**config.mk**
```make
export PLATFORM = sky130hd
export DESIGN_NAME = xt_system_port
export DESIGN_NICKNAME = d
export VERILOG_FILES = /design/src/source/xt_map_pkg.sv /design/src/source/xt_dev_pkg.sv /design/src/source/xt_system_port.sv
export SDC_FILE = /design/constraint.sdc
export NUM_CORES = 1
export LEC_CHECK = 0
export ABC_AREA = 1
export BUFFER_PORTS_ARGS = -buffer_cell sky130_fd_sc_hd__buf_4
export CAP_MARGIN = 20
export CELL_PAD_IN_SITES_DETAIL_PLACEMENT = 0
export CELL_PAD_IN_SITES_GLOBAL_PLACEMENT = 1
export CORE_AREA = 4 4 45 47
export DETAILED_ROUTE_END_ITERATION = 10
export DIE_AREA = 0 0 49 51
export HOLD_SLACK_MARGIN = 0.02
export PLACE_DENSITY = 0.65
export SYNTH_ARGS = -nofsm -noshare
export SYNTH_HDL_FRONTEND = slang
export SYNTH_SLANG_ARGS = --single-unit
```
**constraint.sdc**
```tcl
create_clock -name clock -period 0.8 [get_ports clock]
set_input_delay 0.16 -clock clock [delete_from_list [all_inputs] [get_ports clock]]
set_output_delay 0.16 -clock clock [all_outputs]
set_load 0.01 [all_outputs]
```
**src/source/xt_map_pkg.sv**
```systemverilog
// XT chipset address map
// Memory regions, I/O chip groups, PPI register numbers and the
// bus address union that gives the memory and I/O views of one address

`default_nettype none

package xt_map_pkg;

    localparam int ADDR_W = 20;
    localparam int DATA_W = 8;

    // Memory regions are 64 KB blocks selected by the top nibble
    localparam logic [3:0] RAM_REGION_MAX = 4'd3;
    localparam logic [3:0] ROM_REGION     = 4'd15;

    // 32-port chip groups inside the 0x000-0x0FF chipset page
    localparam logic [2:0] IO_GROUP_DMA      = 3'd0;
    localparam logic [2:0] IO_GROUP_PPI      = 3'd3;
    localparam logic [2:0] IO_GROUP_DMA_PAGE = 3'd4;

    // PPI registers at 0x60 and 0x61
    localparam logic [1:0] PORT_KEYCODE_REG = 2'd0;
    localparam logic [1:0] PORT_CONTROL_REG = 2'd1;

    localparam logic [7:0] IDLE_READ_DATA = 8'hFF;

    typedef union packed {
        struct packed {
            logic [3:0]  region;
            logic [15:0] offset;
        } mem;
        struct packed {
            logic [9:0] upper;
            logic [1:0] page;
            logic [2:0] group;
            logic [4:0] reg_num;
        } io;
    } bus_addr_u;

endpackage

`default_nettype wire

```
**src/source/xt_dev_pkg.sv**
```systemverilog
// XT on-board device parameters
// Memory sizes, download port width, synchronizer depth and the
// port B reset value and bit assignment

`default_nettype none

package xt_dev_pkg;

    // 256 KB system RAM, 64 KB BIOS ROM
    localparam int RAM_ADDR_W = 18;
    localparam int ROM_ADDR_W = 16;

    // Only the low ROM_ADDR_W bits of the download address reach the ROM
    localparam int DL_ADDR_W = 25;

    localparam int SYNC_STAGES = 2;

    localparam logic [7:0] PORT_B_RESET = 8'h00;

    // Port B bits
    localparam logic [2:0] SPK_GATE_BIT  = 3'd0;
    localparam logic [2:0] SPK_DATA_BIT  = 3'd1;
    localparam logic [2:0] KBD_CLEAR_BIT = 3'd7;

endpackage

`default_nettype wire

```
**src/source/xt_system_port.sv**
```systemverilog
// XT port B control register at 0x61
// Holds speaker gate and data and the keyboard clear request

`timescale 1ns/10ps
`default_nettype none

module xt_system_port (
    input  wire logic                          clock,
    input  wire logic                          reset,
    input  wire logic                          write_i,
    input  wire logic [xt_map_pkg::DATA_W-1:0] data_i,
    output logic      [xt_map_pkg::DATA_W-1:0] port_b_o,
    output logic                               speaker_gate_o,
    output logic                               speaker_data_o,
    output logic                               keyboard_clear_o
);

    logic [xt_map_pkg::DATA_W-1:0] port_b_q;

    always_ff @(posedge clock) begin
        if (reset) begin
            port_b_q <= xt_dev_pkg::PORT_B_RESET;
        end
        else if (write_i) begin
            port_b_q <= data_i;
        end
    end

    assign port_b_o = port_b_q;

    // Bit 0 gates timer 2, bit 1 enables the speaker output
    assign speaker_gate_o = port_b_q[xt_dev_pkg::SPK_GATE_BIT];
    assign speaker_data_o = port_b_q[xt_dev_pkg::SPK_DATA_BIT];

    // Bit 7 holds the keyboard latch in clear
    assign keyboard_clear_o = port_b_q[xt_dev_pkg::KBD_CLEAR_BIT];

endmodule

`default_nettype wire

```
==> flow_metrics.tcl <==
set metrics [dict create \
    hold_viol 0 \
    synth-edff-count 0 \
    synth-seq-cells 8 \
    ioPinCount 22 \
    power_density_nw_per_um2 1692 \
    slew_headroom_pct 83.92 \
    clock_sinks 8 \
    vias 346 \
    start_util_pct 22.05 \
    avgViaCountPerCell 3.802 \
    drive_gt1_share_pct 47.30 \
    routabilityCongestion 0.5667 \
    synth_seq_area_share_pct 43.99 \
    required_ns 0.64 \
    ys_top_cells_by_count "15 x nand2_1, 15 x nor2_1, 9 x inv_1, 8 x dfxtp_1, 3 x buf_4" \
    seqCellArea_um2 170.2 \
    num_antenna_cells 0 \
    chipWidth_um 49 \
    tightestPinTransition_ns 0.2409 \
    violations "negative setup slack" \
    crit_path_start_kind "register" \
    path_clk_slew_ns 0.06 \
    grt_max_degree 17 \
    die_area_um2 2499 \
    multi_input_area_um2 125.1 \
    syn_area_per_cell_um2 6.743 \
    fill_cells 193 \
    syn_nets 65 \
    critical_path_buf_inv_count 1 \
    clock-root-buffer "clkbuf_4" \
    dieHeight_um 51 \
    area_growth_syn_to_layout_pct 57.04 \
    first_pass_iters 4 \
    synth_area_leaders "dfxtp_1 44%, nand2_1 15%, nor2_1 15%" \
    finalInstanceArea_um2 571.8 \
    fin_crit_sh_pct 107.9 \
    cts_buffers 3 \
    clock_path_buffers 2 \
    maxSlewViolCount 0 \
    yosys_warnings 0 \
    antenna_found_initial 0 \
    drtIter0Drc 1 \
    grt_usage_pct 7.603 \
    ys.flop_type "dfxtp_1" \
    syn_area_um2 364.1 \
    drc 0 \
    fin_skew_ns 0 \
    ant_nets 0 \
    slowest_stage "dfxtp_2" \
    ir_drop_uv 532.8 \
    max_freq_mhz 1159 \
    layout_setup_ws_ns -0.06316 \
    async_flop_share_pct 0 \
    holdWs_ns 0.1934 \
    ys_types 8 \
    cts_tree "yes" \
    grt_pass1_wl_mm 1.435 \
    nets 87 \
    synth_top_area_share_pct 43.99 \
    overflow 0 \
    worstPathMaxFanout 3 \
    grt_pass1_vias 315 \
    drt-total-wl_um 803 \
    placed_cells 87 \
    synth.largest_area_cell "dfxtp_1" \
    fin_total_pwr_mw 0.9677 \
    criticalPathCategory "reg -> out" \
    core_area_um2 1652 \
    fp-row-count 15 \
    slowest_delay_ns 0.35 \
    min_path_type "in -> reg" \
    crit_chain "buf_6" \
    place_area_um2 498.0 \
    wl_per_cell_um 8.824 \
    netlist_instances 54 \
    endpoint_kind "primary output" \
    fin_cells 91 \
    tns_ns -0.5747 \
    cp_top_family "flip-flops" \
    cts.htree.levels 1 \
    port_buffers 21 \
    finalCriticalPeriod_ns 0.8632 \
    maxCapViolations 0 \
    dp_hpwl_um 597.9 \
    largest_register_ffs 8 \
    arrival_ns 0.70 \
    setup_viol 11 \
    total_leakage_power_nw 0.3238 \
    clk_latency_ns 0.24 \
    status "finished with violations" \
    rsz0062_at_grt "true" \
]
-- layer usage --
layer | wire length (µm) | track usage, % | vias up
met1 | 350 | 8.881 | 143
met3 | 73 | 4.373 | 0
met2 | 379 | 10.22 | 13
met5 | 0 | 0 | -
met4 | 0 | 5.381 | 0
li1 | - | - | 190
-- cell families after synthesis --
family,count (synthesis),share of synthesized area (%)
AND/OR/NAND/NOR,32,34.36
buffers and inverters,14,21.65
flip-flops,8,43.99
-- area by class of cell --
class                           count  share of cell area [%]
Sequential cell                     8                   29.76
Inverter                            9                   5.908
Timing Repair Buffer               22                   34.79
Multi-Input combinational cell     32                   21.88
Tap cell                           17                   3.720
Clock buffer                        3                   3.939
-- stage by stage --
step | util (%) | setup slack (ns)
final | 34.62 | -0.06316
after global routing | 34.62 | -0.09981
after CTS | 34.17 | -0.07864
after detailed placement | 30.15 | 0.09598
after global placement | 30.15 | 0.1155
after floorplan | - | 0.1327
-- what timing repair did --
action,CTS,global route
hold buffers,0,0
gates resized for setup,15,2
endpoints found under the setup margin,11,11
setup buffers,1,0
pin swaps,0,0
-- power breakdown --
part	internal [mW]	switching [mW]
logic	0.121	0.0848
registers	0.433	0.0220
clock network	0.172	0.135
-- worst paths after layout --
| kind | from | end | slack [ns] | cells after the start |
|---|---|---|---|---|
| setup reg to reg | port_b_o[4]$_SDFFE_PP0P_ | port_b_o[4]$_SDFFE_PP0P_ | 0.14 | 3 |
| hold / removal | data_i[4] | port_b_o[4]$_SDFFE_PP0P_ | 0.19 | 5 |
| setup / recovery | port_b_o[0]$_SDFFE_PP0P_ | speaker_gate_o | -0.06 | 1 |
| hold reg to reg | port_b_o[2]$_SDFFE_PP0P_ | port_b_o[2]$_SDFFE_PP0P_ | 0.48 | 2 |
-- cell usage in the layout (no fill, tap or decap), drive strengths merged --
cell / n
nor2: 16
clkbuf: 3
inv: 9
buf: 22
nand2: 16
dfxtp: 8
Note: power is estimated with default switching activity, not from simulation.
