### src/source/xt_map_pkg.sv
// XT chipset address map
// Memory regions, I/O chip groups, PPI register numbers and the
// bus address union that gives the memory and I/O views of one address

`default_nettype none

package xt_map_pkg;

    localparam int ADDR_W = 20;
    localparam int DATA_W = 8;

    // Memory regions are 64 KB blocks selected by the top nibble
    localparam logic [3:0] RAM_REGION_MAX = 4'd3;
    localparam logic [3:0] ROM_REGION     = 4'd15;

    // 32-port chip groups inside the 0x000-0x0FF chipset page
    localparam logic [2:0] IO_GROUP_DMA      = 3'd0;
    localparam logic [2:0] IO_GROUP_PPI      = 3'd3;
    localparam logic [2:0] IO_GROUP_DMA_PAGE = 3'd4;

    // PPI registers at 0x60 and 0x61
    localparam logic [1:0] PORT_KEYCODE_REG = 2'd0;
    localparam logic [1:0] PORT_CONTROL_REG = 2'd1;

    localparam logic [7:0] IDLE_READ_DATA = 8'hFF;

    typedef union packed {
        struct packed {
            logic [3:0]  region;
            logic [15:0] offset;
        } mem;
        struct packed {
            logic [9:0] upper;
            logic [1:0] page;
            logic [2:0] group;
            logic [4:0] reg_num;
        } io;
    } bus_addr_u;

endpackage

`default_nettype wire

### src/source/xt_bus_control.sv
// XT bus control
// Decodes memory regions and I/O chip groups, generates the write
// enables and selects what the chipset drives onto the read bus

`timescale 1ns/10ps
`default_nettype none

module xt_bus_control (
    input  wire logic [xt_map_pkg::ADDR_W-1:0] address_i,
    input  wire logic                          io_read_n_i,
    input  wire logic                          io_write_n_i,
    input  wire logic                          memory_read_n_i,
    input  wire logic                          memory_write_n_i,
    input  wire logic                          address_enable_n_i,
    input  wire logic [xt_map_pkg::DATA_W-1:0] ram_data_i,
    input  wire logic [xt_map_pkg::DATA_W-1:0] rom_data_i,
    input  wire logic [xt_map_pkg::DATA_W-1:0] port_b_i,
    input  wire logic [xt_map_pkg::DATA_W-1:0] keycode_i,
    output logic                               ram_write_o,
    output logic                               rom_select_o,
    output logic                               port_b_write_o,
    output logic                               dma_chip_select_n_o,
    output logic                               dma_page_chip_select_n_o,
    output logic      [xt_map_pkg::DATA_W-1:0] data_bus_out_o,
    output logic                               data_bus_out_from_chipset_o
);

    xt_map_pkg::bus_addr_u bus_addr;

    logic       io_select;
    logic       ppi_select;
    logic       ram_select;
    logic       rom_select;
    logic [1:0] ppi_reg;

    assign bus_addr = address_i;

    // Chipset I/O lives in 0x000-0x0FF and only while the CPU owns the bus
    assign io_select  = ~address_enable_n_i & (bus_addr.io.page == 2'b00);
    assign ppi_select = io_select & (bus_addr.io.group == xt_map_pkg::IO_GROUP_PPI);
    assign ppi_reg    = bus_addr.io.reg_num[1:0];

    assign dma_chip_select_n_o =
        ~(io_select & (bus_addr.io.group == xt_map_pkg::IO_GROUP_DMA));
    assign dma_page_chip_select_n_o =
        ~(io_select & (bus_addr.io.group == xt_map_pkg::IO_GROUP_DMA_PAGE));

    // RAM covers regions 0-3, the BIOS region F
    assign ram_select = (bus_addr.mem.region <= xt_map_pkg::RAM_REGION_MAX);
    assign rom_select = (bus_addr.mem.region == xt_map_pkg::ROM_REGION);

    assign ram_write_o    = ram_select & ~memory_write_n_i;
    assign rom_select_o   = rom_select;
    assign port_b_write_o = ppi_select & ~io_write_n_i &
                            (ppi_reg == xt_map_pkg::PORT_CONTROL_REG);

    always_comb begin
        if (ppi_select && !io_read_n_i) begin
            data_bus_out_from_chipset_o = 1'b1;
            case (ppi_reg)
                xt_map_pkg::PORT_KEYCODE_REG: data_bus_out_o = keycode_i;
                xt_map_pkg::PORT_CONTROL_REG: data_bus_out_o = port_b_i;
                default:                      data_bus_out_o = xt_map_pkg::IDLE_READ_DATA;
            endcase
        end
        else if (rom_select && !memory_read_n_i) begin
            data_bus_out_from_chipset_o = 1'b1;
            data_bus_out_o              = rom_data_i;
        end
        else if (ram_select && !memory_read_n_i) begin
            data_bus_out_from_chipset_o = 1'b1;
            data_bus_out_o              = ram_data_i;
        end
        else begin
            data_bus_out_from_chipset_o = 1'b0;
            data_bus_out_o              = '0;
        end
    end

endmodule

`default_nettype wire

### config.mk
export PLATFORM = sky130hd
export DESIGN_NAME = xt_bus_control
export DESIGN_NICKNAME = d
export VERILOG_FILES = /design/src/source/xt_map_pkg.sv /design/src/source/xt_bus_control.sv
export SDC_FILE = /design/constraint.sdc
export NUM_CORES = 1
export LEC_CHECK = 0
export BUFFER_PORTS_ARGS = -buffer_cell sky130_fd_sc_hd__buf_4
export CAP_MARGIN = 30
export CORE_AREA = 3 3 42 44
export DETAILED_ROUTE_END_ITERATION = 12
export DIE_AREA = 0 0 45 47
export PLACE_DENSITY = 0.91
export SYNTH_ARGS = -nofsm -noshare
export SYNTH_HDL_FRONTEND = slang
export SYNTH_SLANG_ARGS = --single-unit
### constraint.sdc
create_clock -name vclk -period 1.8
set_input_delay 0.36 -clock vclk [all_inputs]
set_output_delay 0.36 -clock vclk [all_outputs]
set_load 0.02 [all_outputs]
==> impl_metrics.toml <==
[final_layout]
nClkBuffers = 0
fillers = 125
fin_nets = 172
synthToLayoutAreaGrowth_pct = 145.1
utilization_pct = 64.20
design.seq.count = 0
seq_area_um2 = 0
num_antenna_cells = 0
layout-drive-gt1-share_pct = 70.80

[synthesis]
yosysSeqAreaShare_pct = 0
synth_xor_xnor_area_share_pct = 0
netlist_instances = 50
netlist-cell-type-count = 18
synth_fp_nets = 107
synthMuxAreaShare_pct = 20.78
synth_top_family_by_area = "compound AO/OA/AOI/OAI gates"
synth_compound_area_share_pct = 36.04
ys_warn_count = 0
avgSynthCellArea_um2 = 7.707
synth-simple-area-share_pct = 36.04
syn_area_um2 = 385.4
synth_fa_ha_area_share_pct = 0

[floorplan]
dieHeight_um = 47
dieArea_mm2 = 0.002115
die_w_um = 45
boundaryPins = 71
row_count = 14
start_util_pct = 26.19
core_mm2 = 0.001471

[place]
dpl.hpwl_um = 1563
io_buffers = 62
gp_congestion = 0.6917

[timing]
period_needed_ps = 2056
worst_pin_slew_ps = 339.5
max_freq_mhz = 486.3
setup_violations = 9
period_share_pct = 114.2
slew_violations = 0
setup_slack_ps = -256.3
timing.final.hold_violations = 0
rsz0062_at_grt = "yes"
slew-limit-headroom_pct = 77.23

[job]
maxCapViolCount = 0

[min_path]
min_from = "memory_write_n_i"
hold_path_class = "input pin to output port"

[route]
drtIter0Drc = 0
ant_nets = 0
post_drt_wl_per_cell_um = 13.84
drc = 0
vias = 679
drtPass1Iterations = 1
via_per_inst = 5.264
finalWirelength_um = 1786

[setup_path]
cp-start-kind = "input pin"
end_kind = "output port"
crit_start = "address_i[9]"
required_ps = 1440
slowest_stage = "or3_4"
crit_path_cell_trace = "buf_6 -> or3_4 -> nor4_4 -> buf_4 -> mux2i_2 -> buf_4"
arrival_ps = 1700
cp_num_buf_inv = 3
cp_max_fo = 4
crit_path_max_incr_delay_ps = 390
critPathTopFamily = "simple AND/OR/NAND/NOR gates"
crit_top_cell = "buf_4"
worstSetupPathType = "input pin to output port"

[global_routing]
grt_pass1_vias = 620
grt_max_degree = 18
antenna_found_initial = 0
grt_use_total_pct = 16.67
grt_pass1_wl_um = 2663
overflow = 0

[clock_tree]
ctsHoldBuffers = 0

[run_status]
failed_checks = "setup timing"
outcome = "finished, violations left"

[pwr]
p_leak_nw = 0.4544
p_per_area_mw_per_mm2 = 185.6
max-vdd-ir-drop_uv = 110.3
total_power_mw = 0.1753
[tightest hold or removal path: cells and delay by family]
kind                   cells  cell delay (ps)
buffers and inverters      2              230
and+or+nand+nor            1               30
[timing repair]
item | in CTS | in global routing
resized for setup | 7 | 0
setup endpoints to repair | 12 | 9
pin swaps | 1 | 1
setup buffers | 1 | 0
[cell type report]
cell class	count	area, µm²	share of cell area [%]
Inverter	1	3.754	0.3974
Timing Repair Buffer	67	521.8	55.23
Multi-Input combinational cell	45	399.1	42.25
Tap cell	16	20.02	2.119
[routing by layer]
| metal | part of all wire (%) | global-route usage (%) |
|---|---|---|
| met1 | 36 | 19.32 |
| met2 | 55 | 34.46 |
| met3 | 8.7 | 1.533 |
| met4 | 0 | 0 |
| met5 | 0 | 0 |
[Yosys cell counts, drive strengths merged]
| master | number | area, µm² |
|---|---|---|
| mux2i | 8 | 80.08 |
| nor4 | 2 | 27.53 |
| or3 | 1 | 11.26 |
| nor2b | 8 | 50.05 |
| a211o | 1 | 8.760 |
| nand2 | 3 | 11.26 |
| nor2 | 1 | 3.750 |
| a211oi | 8 | 60.06 |
| nor3 | 3 | 20.02 |
| a32oi | 8 | 70.07 |
| nand2b | 1 | 6.260 |
| clkbuf | 2 | 7.510 |
| and4 | 1 | 8.760 |
| buf | 2 | 16.26 |
| clkinv | 1 | 3.750 |
[placed cells by master (no fill, tap or decap)]
cell type | synthesis | routed
buf_4 | 0 | 62
a32oi_1 | 8 | 8
nor2b_1 | 8 | 8
a211oi_1 | 8 | 8
mux2i_2 | 0 | 8
buf_6 | 1 | 5
nand2_1 | 3 | 3
nor3_2 | 1 | 2
and4_1 | 1 | 1
clkinv_1 | 1 | 1
or3_4 | 1 | 1
nor4_4 | 1 | 1
nor3_1 | 2 | 1
nor2_1 | 1 | 1
nor4_2 | 0 | 1
nand2b_1 | 1 | 1
a211o_1 | 1 | 1
[power breakdown]
group	internal (mW)	switching, mW
sequential	0	0
combinational	0.106	0.0696
clock	0	0
[cells by family (layout without fill, tap and decap cells)]
logic type | Yosys count | in the layout
multiplexers | 8 | 8
AO/OA/AOI/OAI | 17 | 17
buffers and inverters | 5 | 68
AND/OR/NAND/NOR | 20 | 20
[per-stage QoR]
stage	hold WS [ps]	cells	setup TNS (ps)	instance area [µm²]	worst slack, ps
2_1_floorplan	799.5	50	-729.8	415.4	-86.21
3_3_place_gp	968.3	128	-1976	907.1	-246.6
3_5_place_dp	981.3	128	-2337	907.1	-275.0
4_1_cts	981.1	129	-2209	944.7	-281.3
5_1_grt	987.1	129	-2852	944.7	-344.9
6_report	980.2	129	-2060	944.7	-256.3
[worst paths after layout]
check,slack (ps),to,cells past startpoint
worst min-delay path,980,ram_write_o,3
worst max-delay path,-260,data_bus_out_o[4],6
No activity file was read; power rests on OpenSTA's default activity.
