--- config.mk ---
export PLATFORM = sky130hd
export DESIGN_NAME = xt_keyboard_latch
export DESIGN_NICKNAME = d
export VERILOG_FILES = /design/src/source/xt_map_pkg.sv /design/src/source/xt_dev_pkg.sv /design/src/source/xt_keyboard_latch.sv
export SDC_FILE = /design/constraint.sdc
export NUM_CORES = 1
export LEC_CHECK = 0
export BUFFER_PORTS_ARGS = -buffer_cell sky130_fd_sc_hd__buf_2
export CAP_MARGIN = 20
export CORE_MARGIN = 3
export CORE_UTILIZATION = 49
export DETAILED_ROUTE_END_ITERATION = 10
export PLACE_DENSITY_LB_ADDON = 0.15
export SETUP_SLACK_MARGIN = 0.5
export SYNTH_ARGS = -nofsm -noshare
export SYNTH_HDL_FRONTEND = slang
export SYNTH_SLANG_ARGS = --single-unit
--- constraint.sdc ---
create_clock -name clock -period 1.18 [get_ports clock]
set_input_delay 0.059 -clock clock [delete_from_list [all_inputs] [get_ports clock]]
set_output_delay 0.059 -clock clock [all_outputs]
set_load 0.005 [all_outputs]
--- src/source/xt_map_pkg.sv ---
// XT chipset address map
// Memory regions, I/O chip groups, PPI register numbers and the
// bus address union that gives the memory and I/O views of one address

`default_nettype none

package xt_map_pkg;

    localparam int ADDR_W = 20;
    localparam int DATA_W = 8;

    // Memory regions are 64 KB blocks selected by the top nibble
    localparam logic [3:0] RAM_REGION_MAX = 4'd3;
    localparam logic [3:0] ROM_REGION     = 4'd15;

    // 32-port chip groups inside the 0x000-0x0FF chipset page
    localparam logic [2:0] IO_GROUP_DMA      = 3'd0;
    localparam logic [2:0] IO_GROUP_PPI      = 3'd3;
    localparam logic [2:0] IO_GROUP_DMA_PAGE = 3'd4;

    // PPI registers at 0x60 and 0x61
    localparam logic [1:0] PORT_KEYCODE_REG = 2'd0;
    localparam logic [1:0] PORT_CONTROL_REG = 2'd1;

    localparam logic [7:0] IDLE_READ_DATA = 8'hFF;

    typedef union packed {
        struct packed {
            logic [3:0]  region;
            logic [15:0] offset;
        } mem;
        struct packed {
            logic [9:0] upper;
            logic [1:0] page;
            logic [2:0] group;
            logic [4:0] reg_num;
        } io;
    } bus_addr_u;

endpackage

`default_nettype wire

--- src/source/xt_dev_pkg.sv ---
// XT on-board device parameters
// Memory sizes, download port width, synchronizer depth and the
// port B reset value and bit assignment

`default_nettype none

package xt_dev_pkg;

    // 256 KB system RAM, 64 KB BIOS ROM
    localparam int RAM_ADDR_W = 18;
    localparam int ROM_ADDR_W = 16;

    // Only the low ROM_ADDR_W bits of the download address reach the ROM
    localparam int DL_ADDR_W = 25;

    localparam int SYNC_STAGES = 2;

    localparam logic [7:0] PORT_B_RESET = 8'h00;

    // Port B bits
    localparam logic [2:0] SPK_GATE_BIT  = 3'd0;
    localparam logic [2:0] SPK_DATA_BIT  = 3'd1;
    localparam logic [2:0] KBD_CLEAR_BIT = 3'd7;

endpackage

`default_nettype wire

--- src/source/xt_keyboard_latch.sv ---
// XT keyboard latch
// Synchronizes the asynchronous scan code and request, latches the code
// on a request edge and raises the keyboard interrupt until cleared

`timescale 1ns/10ps
`default_nettype none

module xt_keyboard_latch (
    input  wire logic                          clock,
    input  wire logic                          reset,
    input  wire logic [xt_map_pkg::DATA_W-1:0] keycode_i,
    input  wire logic                          keyboard_irq_i,
    input  wire logic                          clear_i,
    output logic      [xt_map_pkg::DATA_W-1:0] keycode_o,
    output logic                               interrupt_o
);

    localparam int LAST = xt_dev_pkg::SYNC_STAGES - 1;

    logic [LAST:0]                           irq_sync;
    logic [LAST:0][xt_map_pkg::DATA_W-1:0]   code_sync;
    logic                                    irq_prev;
    logic                                    irq_rise;
    logic [xt_map_pkg::DATA_W-1:0]           keycode_q;
    logic                                    interrupt_q;

    // Code runs through the same depth, so it is settled when the edge arrives
    always_ff @(posedge clock) begin
        code_sync <= {code_sync[LAST-1:0], keycode_i};
    end

    always_ff @(posedge clock) begin
        if (reset) begin
            irq_sync <= '0;
            irq_prev <= 1'b0;
        end
        else begin
            irq_sync <= {irq_sync[LAST-1:0], keyboard_irq_i};
            irq_prev <= irq_sync[LAST];
        end
    end

    assign irq_rise = irq_sync[LAST] & ~irq_prev;

    always_ff @(posedge clock) begin
        if (reset) begin
            keycode_q   <= '0;
            interrupt_q <= 1'b0;
        end
        else if (clear_i) begin
            // Last code stays readable while the request is dropped
            interrupt_q <= 1'b0;
        end
        else if (irq_rise) begin
            keycode_q   <= code_sync[LAST];
            interrupt_q <= 1'b1;
        end
    end

    assign keycode_o   = keycode_q;
    assign interrupt_o = interrupt_q;

endmodule

`default_nettype wire

==> results.sh <==
export IMPL_via_count_of_the_first_global_routing_pass=491
export IMPL_tritoncts="yes"
export IMPL_filler_cell_count=118
export IMPL_clk_insertion_delay_late_ns=0.31
export IMPL_initial_core_util_pct=53.9
export IMPL_ys_seq_area_share_pct=66.7
export IMPL_cts_max_path_buffers=2
export IMPL_setup_tns_ns=0
export IMPL_synthDominantAreaCellType="sky130_fd_sc_hd__dfxtp_1"
export IMPL_syn2layout_area_growth_pct=37.8
export IMPL_hold_path_class="input port to flip-flop"
export IMPL_port_buffers=20
export IMPL_fp_coreArea_mm2=0.00156
export IMPL_drt_initial_drc_count=9
export IMPL_synth_yosys_warnings=0
export IMPL_place_inst=96
export IMPL_count_of_unique_library_cells_instantiated_by_yosys=10
export IMPL_design_portCount=21
export IMPL_postSynthNetCount=74
export IMPL_power_uw=1550
export IMPL_skew_ns=0.00345
export IMPL_mappedNetlistArea_um2=841
export IMPL_vias_per_instance=4.58
export IMPL_routed_length_on_met3_um=56
export IMPL_die_width_um=47.4
export IMPL_final_period_utilization_pct=84.8
export IMPL_outcome="finished, final reports clean"
export IMPL_gp_congestion=0.655
export IMPL_drt_pre_antenna_iters=4
export IMPL_power_density_cell_area_mw_per_mm2=1330
export IMPL_placed_wire_length_estimate_after_detailed_placement_um=780
export IMPL_final_design_area_excluding_fillers_mm2=0.00116
export IMPL_multiInputGateArea_um2=263
export IMPL_crit_fanout=8
export IMPL_clock_sink_count=28
export IMPL_detail_route_wirelength_met1_um=502
export IMPL_global_route_overflow_total=0
export IMPL_standard_cell_row_count=14
export IMPL_met2_length_um=697
export IMPL_worst_slew_margin_rel_pct=83.1
export IMPL_timing_worst_slew_pin_value_ns=0.254
export IMPL_crit_arrival_ns=1.24
export IMPL_leakage_power_uw=0.000504
export IMPL_top_layer_used="met4"
export IMPL_post_route_min_period_ns=1.00
export IMPL_reg2reg_from="irq_prev"
export IMPL_grt_first_pass_wirelength_um=1930
export IMPL_via_count=527
export IMPL_dpl_cell_area_um2=948
export IMPL_synth_largest_type_area_fraction_pct=66.7
export IMPL_grt_use_total_pct=12.7
export IMPL_synthTopCellsByArea="sky130_fd_sc_hd__dfxtp_1 67%, sky130_fd_sc_hd__nand2b_2 12%, sky130_fd_sc_hd__mux2i_1 9.5%"
export IMPL_synthCells=62
export IMPL_die_height_um=47.4
export IMPL_cts_made_buffers=3
export IMPL_ant_diodes=0
export IMPL_ff_latch_area_um2=574
export IMPL_critical_path_required_ns=1.42
export IMPL_maxSlewViolCount=0
export IMPL_fp_dieArea_mm2=0.00225
export IMPL_max_cap_violations=0
export IMPL_worst_setup_path_startpoint="irq_prev"
export IMPL_criticalPathCategory="flip-flop to flip-flop"
export IMPL_clk_transition_reported_paths_ns=0.13
export IMPL_totalWireLength_um=1270
export IMPL_timing_critical_path_from_type="flip-flop"
export IMPL_final_layout_size_suffix_gt1_share_pct=56.6
export IMPL_critical_path_endpoint_type="flip-flop"
export IMPL_finalHoldViolations=0
export IMPL_synth_ff_latch_count=28
export IMPL_grt_start_max_net_pins=21
export IMPL_routedWlPerCell_um=11.1
export IMPL_grt_antenna_before_repair=0
export IMPL_final_cell_mix="17 x sky130_fd_sc_hd__dfxtp_1, 17 x sky130_fd_sc_hd__buf_2, 12 x sky130_fd_sc_hd__nand2b_2"
export IMPL_max_clock_freq_mhz=999
export IMPL_rsz0062_at_grt="yes"
export IMPL_irDropWorstVdd_mv=0.947
export IMPL_launch_instance_of_the_worst_min_delay_path="clear_i"
export IMPL_antenna_left=0
export IMPL_drcViolationCount=0
export IMPL_finalSetupViolCount=0
export IMPL_clockRootBuffer="sky130_fd_sc_hd__clkbuf_4"
export IMPL_ctsHtreeMaxLevel=1
export IMPL_utilization_pct=74.3
export IMPL_syn_mean_instance_area_um2=13.6
export IMPL_finish_net_count=112
export IMPL_stdcell_count=115
==> power breakdown <==
| part | internal [uW] | total, uW | switching (uW) |
|---|---|---|---|
| combinational | 71.6 | 104 | 32.4 |
| clock | 189 | 442 | 254 |
| sequential | 986 | 999 | 12.9 |
==> metal layers <==
metal	track usage, %	vias to the layer above
li1	-	267
met1	12.6	245
met2	23.8	13
met3	3.38	2
met4	6.63	0
met5	0	-
==> flip-flops by register name, indices dropped and copies added, names as in the netlist <==
| signal | flops |
|---|---|
| irq_sync | 2 |
| keycode_o | 8 |
| code_sync | 16 |
| irq_prev | 1 |
| interrupt_o | 1 |
==> metrics by stage <==
| step | hold WS, ns | worst slack [ns] |
|---|---|---|
| floorplan | 0.0867 | 0.328 |
| global placement | 0.162 | 0.256 |
| detailed placement | 0.163 | 0.218 |
| CTS | -0.00297 | 0.208 |
| global route | 0.00108 | 0.116 |
| finish | 0.0132 | 0.179 |
==> area by class of cell <==
type	instances	share of cell area [%]
clock buffers	4	3.13
multi-input cells	31	22.7
flip-flops and latches	28	49.6
well taps	16	1.73
repair buffers	36	22.9
==> cell usage after synthesis (all sizes together) <==
master,n
dfxtp,28
nand2b,16
mux2i,8
nor2b,4
buf,3
nor2,1
nor3b,1
o21a,1
==> what timing repair did <==
item | 4_1_cts | 5_1_grt
endpoints found under the hold margin | 10 | 0
hold buffers | 9 | 0
gates resized for setup | 10 | 5
cloned | 0 | 0
endpoints found under the setup margin | 18 | 18
pin swaps | 0 | 0
setup buffers | 6 | 0
==> worst paths after layout <==
kind / end / slack (ns) / cells past startpoint
max: keycode_o[6] / 0.18 / 3
min: interrupt_o / 0.01 / 3
max reg2reg: keycode_o[6] / 0.18 / 3
min reg2reg: code_sync[13] / 0.34 / 0
==> kinds of logic (layout without fill, tap and decap cells) <==
family | Yosys count | count (layout) | synth area share [%]
muxes | 8 | 8 | 9.52
buffers and inverters | 3 | 40 | 2.53
AOI/OAI and AO/OA | 1 | 1 | 0.893
DFF | 28 | 28 | 66.7
and+or+nand+nor | 22 | 22 | 20.4
==> worst max-delay path, cell delays in order (launching register included) <==
cell and delay, ns:
sky130_fd_sc_hd__dfxtp_2 0.35, sky130_fd_sc_hd__nor3b_2 0.17, sky130_fd_sc_hd__buf_6 0.18, sky130_fd_sc_hd__mux2i_2 0.23
Power figures use the tool's default switching activity.
